<file path="src/rtl/rd_path_pkg.sv">
// sizes for the read-valid datapath; fifo_cnt_width must hold 0 to fifo_depth.
// fifo_depth is a power of two so the FIFO pointers wrap on their own.
`default_nettype none

package rd_path_pkg;

	// ********************
	// latency
	// ********************

	// width of the programmable read latency, latencies 0 to 7.
	localparam int max_latency_count_width = 3;

	// one shifter tap and one decode output per possible latency.
	localparam int latency_num = 2 ** max_latency_count_width;

	// ********************
	// data and buffering
	// ********************

	// PHY and host read data width.
	localparam int data_width = 32;

	// read FIFO entries.
	localparam int fifo_depth = 8;

	// fill count and outstanding count, one bit wider than the pointers.
	localparam int fifo_cnt_width = 4;

	// host credit counter, the host keeps at most 15 credits pending.
	localparam int host_credit_width = 4;

endpackage

`default_nettype wire

</file>
<file path="src/rtl/rd_fifo_if.sv">
// link between the read FIFO and the drain logic.
// pop only while empty is low; the head word leaves on the edge that samples pop.
`timescale 1ns/1ps
`default_nettype none

interface rd_fifo_if;

	// drain side asks for the head word.
	logic pop;

	// head entry, valid in the same cycle as pop.
	logic [rd_path_pkg::data_width-1:0] rdata;

	// no entry stored.
	logic empty;

	// fill count, 0 to fifo_depth.
	logic [rd_path_pkg::fifo_cnt_width-1:0] used;

	// storage side.
	modport fifo (
		input  pop,
		output rdata,
		output empty,
		output used
	);

	// drain and credit side.
	modport drain (
		output pop,
		input  rdata,
		input  empty,
		input  used
	);

endinterface

`default_nettype wire

</file>
<file path="src/rtl/rd_credit_ctrl.sv">
// read command gating and credit-based drain toward the host.
// the host must take every word it gets and keep at most 15 credits pending.
`timescale 1ns/1ps
`default_nettype none

module rd_credit_ctrl (
	input  wire                                 pll_afi_clk,
	input  wire                                 reset_n,
	input  wire                                 rd_cmd,
	output logic                                rd_cmd_ready,
	output logic                                rd_accept,
	input  wire                                 read_valid,
	input  wire                                 credit_return,
	output logic [rd_path_pkg::data_width-1:0] rdata,
	output logic                                rdata_valid,
	rd_fifo_if.drain                            d
);

	// reads accepted whose data has not reached the FIFO yet.
	logic [rd_path_pkg::fifo_cnt_width-1:0] outstanding;

	// outstanding plus stored, one bit wider so it cannot wrap.
	logic [rd_path_pkg::fifo_cnt_width:0] reserved;

	// credits the host has granted and we have not used.
	logic [rd_path_pkg::host_credit_width-1:0] credit_cnt;

	// ********************
	// command gating
	// ********************

	assign reserved = {1'b0, outstanding} + {1'b0, d.used};

	// accept only while every read in flight still has an entry reserved.
	assign rd_cmd_ready = (reserved < (rd_path_pkg::fifo_cnt_width + 1)'(rd_path_pkg::fifo_depth));

	assign rd_accept = rd_cmd && rd_cmd_ready;

	// up on accept, down when the data is written to the FIFO.
	always_ff @(posedge pll_afi_clk or negedge reset_n)
	begin
		if (!reset_n)
		begin
			outstanding <= '0;
		end
		else
		begin
			case ({rd_accept, read_valid})
				2'b10:   outstanding <= outstanding + 1'b1;
				2'b01:   outstanding <= outstanding - 1'b1;
				default: outstanding <= outstanding;
			endcase
		end
	end

	// ********************
	// host credits
	// ********************

	// pop whenever a word is stored and a credit remains.
	assign d.pop = !d.empty && (credit_cnt != '0);

	// a returned credit and a pop in one cycle cancel out.
	always_ff @(posedge pll_afi_clk or negedge reset_n)
	begin
		if (!reset_n)
		begin
			// the host starts with no credits.
			credit_cnt <= '0;
		end
		else
		begin
			case ({credit_return, d.pop})
				2'b10:   credit_cnt <= credit_cnt + 1'b1;
				2'b01:   credit_cnt <= credit_cnt - 1'b1;
				default: credit_cnt <= credit_cnt;
			endcase
		end
	end

	// ********************
	// output drive
	// ********************

	// popped word, one cycle after the pop.
	always_ff @(posedge pll_afi_clk)
	begin
		if (d.pop)
			rdata <= d.rdata;
	end

	always_ff @(posedge pll_afi_clk or negedge reset_n)
	begin
		if (!reset_n)
			rdata_valid <= 1'b0;
		else
			rdata_valid <= d.pop;
	end

endmodule

`default_nettype wire

</file>
<file path="src/rtl/rd_data_fifo.sv">
// read data buffer, written on read_valid and drained through the fifo modport.
// command gating keeps a free entry for every read in flight, so it never overflows.
`timescale 1ns/1ps
`default_nettype none

module rd_data_fifo (
	input  wire                                pll_afi_clk,
	input  wire                                reset_n,
	input  wire                                read_valid,
	input  wire [rd_path_pkg::data_width-1:0] phy_rdata,
	rd_fifo_if.fifo                            f
);

	// ********************
	// storage
	// ********************

	// entry array.
	logic [rd_path_pkg::data_width-1:0] mem [rd_path_pkg::fifo_depth];

	// pointers are one bit narrower than the count and wrap at fifo_depth.
	logic [rd_path_pkg::fifo_cnt_width-2:0] wr_ptr;
	logic [rd_path_pkg::fifo_cnt_width-2:0] rd_ptr;

	// fill count.
	logic [rd_path_pkg::fifo_cnt_width-1:0] used_cnt;

	// a pop that actually removes an entry.
	logic do_pop;

	assign do_pop = f.pop && (used_cnt != '0);

	// capture the PHY word at the end of its valid cycle.
	always_ff @(posedge pll_afi_clk)
	begin
		if (read_valid)
			mem[wr_ptr] <= phy_rdata;
	end

	// ********************
	// pointers and count
	// ********************

	always_ff @(posedge pll_afi_clk or negedge reset_n)
	begin
		if (!reset_n)
		begin
			wr_ptr <= '0;
			rd_ptr <= '0;
		end
		else
		begin
			if (read_valid)
				wr_ptr <= wr_ptr + 1'b1;
			if (do_pop)
				rd_ptr <= rd_ptr + 1'b1;
		end
	end

	// write and pop in one cycle leave the count unchanged.
	always_ff @(posedge pll_afi_clk or negedge reset_n)
	begin
		if (!reset_n)
		begin
			used_cnt <= '0;
		end
		else
		begin
			case ({read_valid, do_pop})
				2'b10:   used_cnt <= used_cnt + 1'b1;
				2'b01:   used_cnt <= used_cnt - 1'b1;
				default: used_cnt <= used_cnt;
			endcase
		end
	end

	// ********************
	// drain side view
	// ********************

	// head entry is shown in the cycle of the pop.
	assign f.rdata = mem[rd_ptr];

	// empty straight from the count.
	assign f.empty = (used_cnt == '0);

	// fill count for command gating.
	assign f.used = used_cnt;

endmodule

`default_nettype wire

</file>
<file path="src/rtl/rd_latency_shifter.sv">
// history of accepted read commands, one bit per cycle since issue.
// tap k is high k+1 cycles after the edge that accepted the read.
`timescale 1ns/1ps
`default_nettype none

module rd_latency_shifter (
	input  wire                                  pll_afi_clk,
	input  wire                                  reset_n,
	input  wire                                  rd_accept,
	output logic [rd_path_pkg::latency_num-1:0] latency_shifter
);

	// ********************
	// command history
	// ********************

	// bit 0 holds the read accepted on the previous edge.
	// older reads move up one tap per cycle.
	// a read that passes the last tap is dropped.
	always_ff @(posedge pll_afi_clk or negedge reset_n)
	begin
		if (!reset_n)
		begin
			// no reads in flight after reset.
			latency_shifter <= '0;
		end
		else
		begin
			latency_shifter <= {latency_shifter[rd_path_pkg::latency_num-2:0], rd_accept};
		end
	end

endmodule

`default_nettype wire

</file>
<file path="src/rtl/rd_path_top.sv">
// read-valid datapath top; latency_count changes only while no reads are outstanding.
// command to rdata_valid takes latency_count+4 cycles at best, more when credits run out.
`timescale 1ns/1ps
`default_nettype none

module rd_path_top (
	input  wire                                              pll_afi_clk,
	input  wire                                              reset_n,
	input  wire                                              rd_cmd,
	input  wire [rd_path_pkg::max_latency_count_width-1:0]  latency_count,
	input  wire [rd_path_pkg::data_width-1:0]               phy_rdata,
	input  wire                                              credit_return,
	output logic                                             rd_cmd_ready,
	output logic [rd_path_pkg::data_width-1:0]              rdata,
	output logic                                             rdata_valid
);

	// ********************
	// internal links
	// ********************

	// command accepted this cycle.
	logic rd_accept;

	// per-cycle history of accepted reads.
	logic [rd_path_pkg::latency_num-1:0] latency_shifter;

	// PHY data valid this cycle.
	logic read_valid;

	// FIFO to drain link.
	rd_fifo_if fifo_bus ();

	// ********************
	// blocks
	// ********************

	// shift register of issued reads.
	rd_latency_shifter i_rd_latency_shifter (
		.pll_afi_clk     (pll_afi_clk),
		.reset_n         (reset_n),
		.rd_accept       (rd_accept),
		.latency_shifter (latency_shifter)
	);

	// picks the tap for the set latency.
	rd_valid_selector i_rd_valid_selector (
		.pll_afi_clk     (pll_afi_clk),
		.reset_n         (reset_n),
		.latency_shifter (latency_shifter),
		.latency_count   (latency_count),
		.read_valid      (read_valid)
	);

	// buffers PHY words until the host has credit.
	rd_data_fifo i_rd_data_fifo (
		.pll_afi_clk (pll_afi_clk),
		.reset_n     (reset_n),
		.read_valid  (read_valid),
		.phy_rdata   (phy_rdata),
		.f           (fifo_bus.fifo)
	);

	// gates commands and drains the FIFO on host credits.
	rd_credit_ctrl i_rd_credit_ctrl (
		.pll_afi_clk   (pll_afi_clk),
		.reset_n       (reset_n),
		.rd_cmd        (rd_cmd),
		.rd_cmd_ready  (rd_cmd_ready),
		.rd_accept     (rd_accept),
		.read_valid    (read_valid),
		.credit_return (credit_return),
		.rdata         (rdata),
		.rdata_valid   (rdata_valid),
		.d             (fifo_bus.drain)
	);

endmodule

`default_nettype wire

</file>
<file path="src/rtl/rd_valid_selector.sv">
// flags the cycle in which PHY read data is valid for the set latency.
// latency_count may change only while no reads are outstanding.
`timescale 1ns/1ps
`default_nettype none

module rd_valid_selector (
	input  wire                                              pll_afi_clk,
	input  wire                                              reset_n,
	input  wire [rd_path_pkg::latency_num-1:0]              latency_shifter,
	input  wire [rd_path_pkg::max_latency_count_width-1:0]  latency_count,
	output logic                                             read_valid
);

	// one-hot decode of the latency count.
	logic [rd_path_pkg::latency_num-1:0] selector;

	// registered decode, keeps the decoder off the tap path.
	logic [rd_path_pkg::latency_num-1:0] selector_reg;

	// the one tap that matches the latency.
	logic [rd_path_pkg::latency_num-1:0] valid_select;

	// ********************
	// latency decode
	// ********************

	always_comb
	begin
		selector = '0;
		selector[latency_count] = 1'b1;
	end

	always_ff @(posedge pll_afi_clk or negedge reset_n)
	begin
		if (!reset_n)
			selector_reg <= '0;
		else
			selector_reg <= selector;
	end

	// ********************
	// tap select
	// ********************

	assign valid_select = selector_reg & latency_shifter;

	// tap L is high in cycle t+1+L, so read_valid is high in cycle t+2+L.
	always_ff @(posedge pll_afi_clk or negedge reset_n)
	begin
		if (!reset_n)
			read_valid <= 1'b0;
		else
			read_valid <= |valid_select;
	end

endmodule

`default_nettype wire

</file>
<file path="config.mk">
export PLATFORM = sky130hd
export DESIGN_NAME = rd_path_top
export DESIGN_NICKNAME = d
export VERILOG_FILES = /design/src/rtl/rd_path_pkg.sv /design/src/rtl/rd_fifo_if.sv /design/src/rtl/rd_credit_ctrl.sv /design/src/rtl/rd_data_fifo.sv /design/src/rtl/rd_latency_shifter.sv /design/src/rtl/rd_path_top.sv /design/src/rtl/rd_valid_selector.sv
export SDC_FILE = /design/constraint.sdc
export NUM_CORES = 1
export LEC_CHECK = 0
export BUFFER_PORTS_ARGS = -buffer_cell sky130_fd_sc_hd__buf_2
export CORE_MARGIN = 1
export CORE_UTILIZATION = 49
export DETAILED_ROUTE_END_ITERATION = 16
export PLACE_DENSITY_LB_ADDON = 0.05
export SETUP_SLACK_MARGIN = 0.4
export SLEW_MARGIN = 10
export SYNTH_ARGS = -nofsm -noshare
export SYNTH_HDL_FRONTEND = slang
export SYNTH_SLANG_ARGS = --single-unit
export TNS_END_PERCENT = 30
</file>
<file path="constraint.sdc">
create_clock -name pll_afi_clk -period 4.3 [get_ports pll_afi_clk]
set_clock_uncertainty 0.15 [all_clocks]
set_input_delay 0 -clock pll_afi_clk [delete_from_list [all_inputs] [get_ports pll_afi_clk]]
set_output_delay 0 -clock pll_afi_clk [all_outputs]
set_load 0.01 [all_outputs]
</file>
=== Word-level counts from Yosys, hierarchy flattened ===
Memories as Yosys holds them, arrays and structs flattened. A register that Yosys moved wholly into a read port is not among the register bits.
Index checks and enable logic that the tools add are counted.

* Memories kept: 1
* Register bits: 36
* Bits in writable memories: 256
* Word-level logic and storage cells: 48
* Output and inout port bits: 34

* Muxes and demuxes: 7
* Bitwise operators: 1
* Order comparisons: 3
* Reductions and logical operators: 12
* $add $sub $neg: 9
* Eq/ne operators: 6

{| class="wikitable"
|+ Memory list
! name !! depth !! width !! rd ports !! clocked after Yosys merged registers in !! write ports !! RTL line !! RTL
|-
| i_rd_data_fifo.mem || 8 || 32 || 1 || 1 || 1 || rd_data_fifo.sv:19 || <nowiki>logic [rd_path_pkg::data_width-1:0] mem [rd_path_pkg::fifo_depth];</nowiki>
|}

{| class="wikitable"
|+ Operator list
! cell !! number
|-
| one-hot mux 4 bit (2 select lines) || 3
|-
| adder 4 x 1 -> 4 bit (second input constant) || 3
|-
| subtractor 4 x 1 -> 4 bit (second input constant) || 3
|-
| bitwise AND 8 bit || 1
|-
| nonzero test 4 bit || 2
|-
| OR reduction 8 bit || 1
|-
| adder 3 x 1 -> 3 bit (second input constant) || 2
|-
| equality test 2 x 1 -> 1 bit (second input constant) || 3
|-
| equality test 2 bit (second input constant) || 3
|-
| nonzero test 2 bit || 3
|-
| adder 4 x 4 -> 5 bit || 1
|-
| < comparator 5 x 4 -> 1 bit (second input constant) || 1
|-
| logical AND 1 bit || 4
|-
| logical NOT 4 bit || 1
|-
| < comparator 3 x 4 -> 1 bit (second input constant) || 1
|-
| demux 1 bit (select 3 bit) || 1
|-
| greater-or-equal comparator 3 x 1 -> 1 bit (second input constant) || 1
|-
| 2-to-1 mux 1 bit || 3
|-
| logical NOT 1 bit || 1
|}

=== Longest topological paths before layout ===
* Depth in word-level cells: 6
* Gate-level depth with buffers: 9
* Mapped depth without buffers: 9

=== By module ===
From an unflattened synthesis, not the netlist that was laid out.

* Cells, all modules: 570
* Area total of the unflattened synthesis: 12499.5 µm²

{| class="wikitable"
|+ By module, submodules not included
! module !! area each (µm²) !! cells an instance !! times used
|-
| rd_data_fifo || 10276.1 || 435 || 1
|-
| rd_credit_ctrl || 1699.1 || 104 || 1
|-
| rd_valid_selector || 324.1 || 23 || 1
|-
| rd_latency_shifter || 200.2 || 8 || 1
|}

=== Worst setup path before layout ===
OpenSTA, ideal clock, no wires.

* Path kind: register to register
* Start point: register i_rd_data_fifo.used_cnt (netlist bit i_rd_data_fifo.f.used[0])
* End point: register i_rd_credit_ctrl.credit_cnt[3] (netlist bit)
* Arrival: 3579 ps
* Slack: 438 ps
* Period minus slack after synthesis: 3862 ps
* Stages on the path, launching flop included: 8
* Library setup time: 134 ps
* Cell sequence: dfrtp_1 nor4_1 nor2_1 ha_1 ha_1 or4b_1 o311ai_0 o211ai_1

* Word-level cells in the longest chain between the ends: 5

{| class="wikitable"
|+ Ends and longest elaborated chain
! what !! RTL line !! RTL
|-
| start, declared || rd_data_fifo.sv:26 || <nowiki>logic [rd_path_pkg::fifo_cnt_width-1:0] used_cnt;</nowiki>
|-
| start signal, assigned || rd_data_fifo.sv:70 || <nowiki>2'b10: used_cnt <= used_cnt + 1'b1;</nowiki>
|-
| start signal, assigned || rd_data_fifo.sv:71 || <nowiki>2'b01: used_cnt <= used_cnt - 1'b1;</nowiki>
|-
| start signal, assigned || rd_data_fifo.sv:72 || <nowiki>default: used_cnt <= used_cnt;</nowiki>
|-
| logical NOT 4 bit * || rd_data_fifo.sv:85 || <nowiki>assign f.empty = (used_cnt == '0);</nowiki>
|-
| logical NOT 1 bit * || rd_credit_ctrl.sv:61 || <nowiki>assign d.pop = !d.empty && (credit_cnt != '0);</nowiki>
|-
| logical AND 1 bit * || rd_credit_ctrl.sv:61 ||
|-
| named net fifo_bus.pop || rd_fifo_if.sv:9 || <nowiki>logic pop;</nowiki>
|-
| equality test 2 x 1 -> 1 bit or equality test 2 bit (tied branches) || rd_credit_ctrl.sv:73 || <nowiki>case ({credit_return, d.pop})</nowiki>
|-
| one-hot mux 4 bit (2 select lines) or nonzero test 2 bit (tied branches) || - ||
|-
| end signal, assigned || rd_credit_ctrl.sv:74 || <nowiki>2'b10: credit_cnt <= credit_cnt + 1'b1;</nowiki>
|-
| end signal, assigned || rd_credit_ctrl.sv:75 || <nowiki>2'b01: credit_cnt <= credit_cnt - 1'b1;</nowiki>
|-
| end signal, assigned || rd_credit_ctrl.sv:76 || <nowiki>default: credit_cnt <= credit_cnt;</nowiki>
|-
| end, declared || rd_credit_ctrl.sv:26 || <nowiki>logic [rd_path_pkg::host_credit_width-1:0] credit_cnt;</nowiki>
|}

The timed path passes the listed nets; every way through them passes the cells marked *.
A chain may end at the register's enable or synchronous reset.

=== Worst setup path in the final report ===
* Start point: register i_rd_data_fifo.used_cnt (netlist bit i_rd_data_fifo.f.used[1])
* End point: register i_rd_credit_ctrl.outstanding[3] (netlist bit)

* Word-level cells in the longest chain between the ends: 5

{| class="wikitable"
|+ Ends and longest elaborated chain
! what !! RTL line !! RTL
|-
| adder 4 x 4 -> 5 bit * || rd_credit_ctrl.sv:32 || <nowiki>assign reserved = {1'b0, outstanding} + {1'b0, d.used};</nowiki>
|-
| < comparator 5 x 4 -> 1 bit * || rd_credit_ctrl.sv:35 || <nowiki>assign rd_cmd_ready = (reserved < (rd_path_pkg::fifo_cnt_width + 1)'(rd_path_pkg::fifo_depth));</nowiki>
|-
| logical AND 1 bit * || rd_credit_ctrl.sv:37 || <nowiki>assign rd_accept = rd_cmd && rd_cmd_ready;</nowiki>
|-
| equality test 2 x 1 -> 1 bit or equality test 2 bit (tied branches) || rd_credit_ctrl.sv:48 || <nowiki>case ({rd_accept, read_valid})</nowiki>
|-
| one-hot mux 4 bit (2 select lines) or nonzero test 2 bit (tied branches) || - ||
|-
| end signal, assigned || rd_credit_ctrl.sv:49 || <nowiki>2'b10: outstanding <= outstanding + 1'b1;</nowiki>
|-
| end signal, assigned || rd_credit_ctrl.sv:50 || <nowiki>2'b01: outstanding <= outstanding - 1'b1;</nowiki>
|-
| end signal, assigned || rd_credit_ctrl.sv:51 || <nowiki>default: outstanding <= outstanding;</nowiki>
|-
| end, declared || rd_credit_ctrl.sv:20 || <nowiki>logic [rd_path_pkg::fifo_cnt_width-1:0] outstanding;</nowiki>
|}

Every way passes the cells marked *; elsewhere a longest branch is shown, timed or not.

==> impl.org <==
** Clock tree
- Number of resized instances in the post-cts repair step :: 0
- Number of buffers added by the clock tree synthesis step :: 34
- Clock Sink Count :: 324
- Clock tree root buffer cell :: sky130_fd_sc_hd__clkbuf_16
- For the worst-skew pair, the clock arrives at the later sink with an insertion delay of 0.50 ns.
- TritonCTS built the clock tree.
- In this run the deepest clock path goes through 3 buffers.
- The clock tree synthesis step divided the H-tree into 2 levels.
- Clock slew seen by the registers of the worst setup and hold paths :: 0.06 ns

** GRT
- Global-route wire length before repair :: 37000 um
- Number of antenna violations at the first check in global routing :: 0
- Global routing finished with a remaining overflow of 0.
- GR Util All Layers :: 19.2%
- Number of global-route vias before repair :: 6433
- Largest net degree at the start of global routing :: 43

** STA
- The count of final hold-check violations came to 0.
- Upper clock frequency limit :: 0.310 GHz
- Worst Max-Slew Pin Slew :: 1.13 ns
- Once routing completed, OpenROAD measured the worst setup slack at 1.07 ns.
- Max-slew violation total from the final report :: 0
- Finish-stage setup viols :: 0
- Final worst path period share :: 75.0%
- Setup repair after global routing missed its margin :: false
- Max_slew headroom :: 24.7%
- Fin Setup TNS :: 0 ns
- Time the worst path needs with I/O delays and setup :: 3.23 ns

** Pwr
- Dividing total power by cell area gives a power density of 660 nW/um^2.
- In this run the static leakage power is 5.14 nW.
- Peak supply drop :: 0.000320 V

** Route
- The final layout contains routed wiring with a total length of 23500 um.
- Drt wl/cell :: 22.3 um
- Vias :: 5806
- Number of detailed-routing iterations run before antenna repair :: 4
- After the first detailed-routing iteration, the DRC count stood at 394.
- After detailed routing, the number of vias per cell comes to 5.49.
- Once detail routing completed, the nets flagged for antenna violations numbered 0.
- Residual DRC count :: 0

** Yosys
- Sequential cells were found to cover 76.1% of the synthesized design area.
- The mapped netlist covers 12500 sq um.
- Mean area per synthesized cell :: 22.2 sq um
- When the netlist entered floorplanning its net count stood at 622.
- Syn. warnings :: 0
- Number of enable flip-flop cells after synthesis :: 288
- Yosys cell types :: 36
- Among all flip-flop cells after synthesis, the most frequent one is sky130_fd_sc_hd__edfxtp_1.
- Share of async-settable or async-resettable flops after synthesis :: 11.1%
- The synthesized design contains 324 register bits.
- Post-Syn Instances :: 566

** Place
- Cells after DPL :: 959
- At the end of routability-driven placement, the weighted congestion stood at 0.714.
- Worst-case setup slack after placement :: 1.10 ns
- The count of buffers added on input and output ports is 72.
- Summed over all nets, the half-perimeter wirelength after detailed placement is 12800 um.

** Worst setup path
- R2R Path End :: i_rd_credit_ctrl.outstanding[3]
- At the worst endpoint, the required time is 4.52 ns.
- Most repeated library cell on the critical path :: sky130_fd_sc_hd__ha_1
- For this run, the slowest stage of the critical path takes 0.54 ns.
- Startpoint-to-endpoint class of the critical path :: flip-flop to flip-flop
- Arrival time of data at the critical path endpoint :: 3.45 ns
- Number of cells traversed by the worst register-to-register path :: 9
- Critical-path top delay cell :: sky130_fd_sc_hd__or4b_1
- STA classifies the critical path startpoint as a flip-flop.
- Kind of capture point of the worst setup path :: flip-flop
- Setup slack of the most critical reg-to-reg path :: 1.07 ns
- In this run the critical register-to-register path is launched from i_rd_data_fifo.f.used[1].
- Worst path buffer plus inverter count :: 0
- The critical path goes through ha_1 > a31o_2 > a2111oi_2 > nand2_1 > ha_1 > ha_1 > or4b_1 > o311ai_0 > o211ai_1.
- The kind of cell with the highest combined delay along the critical path is adder cells.
- Crit Path Max Fanout :: 9

** Final layout
- The finished layout holds 1057 standard cells, fillers aside.
- Area Growth Syn to Fin :: 17.9%
- Of the cells placed in the final design, the portion with a size suffix greater than 1 is 29.7%.
- # diodes :: 0
- Most common cell after layout, fill and taps aside :: sky130_fd_sc_hd__edfxtp_1
- Flip-flop count of the largest register, all copies and words added :: 256
- Most frequent cells in the layout :: sky130_fd_sc_hd__edfxtp_1 (288), sky130_fd_sc_hd__buf_2 (72), sky130_fd_sc_hd__dlygate4sd3_1 (41), sky130_fd_sc_hd__mux4_2 (39)
- At the end of the flow the core is filled with cells to 58.9%.
- Counting flops per register, the top entry is i_rd_data_fifo.mem.
- In the final design database the tool counted 762 nets.
- Biggest regs :: i_rd_data_fifo.mem: 256 flops, i_rd_credit_ctrl.rdata: 32 flops

** Die
- The floorplan step defined a die boundary enclosing 26200 sq um.
- The floorplan has 58 rows.
- Chip height :: 162 um
- Core region area :: 25100 sq um
- Boundary pin count :: 73
- The initial utilization of the core area, before any placement, comes to 50.0%.
- Width of the chip :: 162 um

** Min path
- Along the worst hold path, the cell count comes to 4.
- Hold Path Origin :: credit_return
- The path with the worst hold slack has its endpoint at i_rd_credit_ctrl.credit_cnt[0].
- Worst min-delay path class :: input pin to flip-flop

** Status
- Status :: finished, final reports clean

** Flow run
- Total of max-cap violations :: 0
==> synthesized netlist by cell type (3+ instances only) <==
master	n	share of area, %
sky130_fd_sc_hd__edfxtp_1	288	69
sky130_fd_sc_hd__mux4_2	39	7.0
sky130_fd_sc_hd__mux2_2	37	3.3
sky130_fd_sc_hd__dfrtp_1	36	7.2
sky130_fd_sc_hd__mux4_1	25	5.2
sky130_fd_sc_hd__ha_1	14	1.4
sky130_fd_sc_hd__inv_1	14	0.42
sky130_fd_sc_hd__nor3b_1	13	0.78
sky130_fd_sc_hd__clkbuf_1	9	0.27
sky130_fd_sc_hd__nand2_1	9	0.27
sky130_fd_sc_hd__nor2_1	8	0.24
sky130_fd_sc_hd__a21oi_1	6	0.24
sky130_fd_sc_hd__buf_2	6	0.24
sky130_fd_sc_hd__nand3_1	6	0.24
sky130_fd_sc_hd__xor2_1	6	0.42
sky130_fd_sc_hd__a22oi_1	4	0.24
sky130_fd_sc_hd__o21ai_0	4	0.16
sky130_fd_sc_hd__xnor2_1	4	0.28
sky130_fd_sc_hd__a2111o_1	3	0.27
sky130_fd_sc_hd__fa_1	3	0.48
sky130_fd_sc_hd__nand2b_1	3	0.15
sky130_fd_sc_hd__nor3_1	3	0.12
sky130_fd_sc_hd__o211ai_1	3	0.18
sky130_fd_sc_hd__o311ai_0	3	0.21
sky130_fd_sc_hd__or4b_1	3	0.24
==> what timing repair did <==
| action | in CTS | in global routing |
|---|---|---|
| buffers inserted | 0 | 0 |
| endpoints found under the hold margin | 304 | 0 |
| hold buffers | 41 | 0 |
==> worst register-to-register path: stages, from the launching register on <==
cell                        delay (ns)
sky130_fd_sc_hd__dfrtp_1          0.41
sky130_fd_sc_hd__ha_1             0.30
sky130_fd_sc_hd__a31o_2           0.25
sky130_fd_sc_hd__a2111oi_2        0.41
sky130_fd_sc_hd__nand2_1          0.10
sky130_fd_sc_hd__ha_1             0.28
sky130_fd_sc_hd__ha_1             0.38
sky130_fd_sc_hd__or4b_1           0.54
sky130_fd_sc_hd__o311ai_0         0.14
sky130_fd_sc_hd__o211ai_1         0.13
==> cell type report <==
class | instances | area, sq um
clock buffers | 50 | 985
clock inverters | 7 | 56.3
fillers | 1873 | 10300
inverters | 14 | 52.6
multi-input cells | 207 | 2850
flip-flops and latches | 324 | 9560
well taps | 330 | 413
repair buffers | 125 | 873
==> metrics by stage <==
stage | power, mW | hold WS (ns) | area [sq um]
final | 9.76 | 0.0192 | 14800
after global routing | 10.3 | 0.0527 | 14800
after CTS | 9.91 | 0.00146 | 14800
after detailed placement | 7.12 | -0.00322 | 13300
after global placement | 7.01 | -0.0240 | 13300
after floorplan | 6.32 | -0.446 | 12500
==> report_power, final <==
| part | switching, mW | internal [mW] | total (mW) |
|---|---|---|---|
| Combinational | 1.19 | 1.33 | 2.52 |
| Clock | 1.10 | 1.64 | 2.74 |
| Sequential | 0.464 | 4.04 | 4.50 |
| Total | 2.76 | 7.00 | 9.76 |
==> routing by layer <==
metal | wire length, um | GRT usage (%) | vias to the layer above
met1 | 9910 | 24.6 | 3011
li1 | - | - | 2632
met3 | 1170 | 4.03 | 35
met2 | 12000 | 32.9 | 128
met4 | 457 | 5.83 | 0
met5 | 0 | 0 | -
==> worst max path at each step <==
stage | depth (start not counted) | endpoint | slack (ns) | from
floorplan | 7 | i_rd_credit_ctrl.credit_cnt[3] | 0.44 | i_rd_data_fifo.f.used[0]
global placement | 9 | i_rd_credit_ctrl.outstanding[3] | 1.14 | i_rd_data_fifo.f.used[1]
detailed placement | 9 | i_rd_credit_ctrl.outstanding[3] | 1.10 | i_rd_data_fifo.f.used[1]
CTS | 9 | i_rd_credit_ctrl.outstanding[3] | 1.10 | i_rd_data_fifo.f.used[1]
global route | 9 | i_rd_credit_ctrl.outstanding[3] | 0.99 | i_rd_data_fifo.f.used[1]
finish | 9 | i_rd_credit_ctrl.outstanding[3] | 1.07 | i_rd_data_fifo.f.used[1]
==> cells by family after synthesis <==
kind of cell / count (synthesis) / synth area share [%]
and+or+nand+nor: 52 / 2.42
DFF: 324 / 76.1
buffers and inverters: 35 / 1.67
adders and majority gates: 17 / 1.88
xor gates and xnor gates: 10 / 0.698
muxes: 103 / 15.7
AOI/OAI and AO/OA: 25 / 1.49
Note: power is estimated with default switching activity, not from simulation.
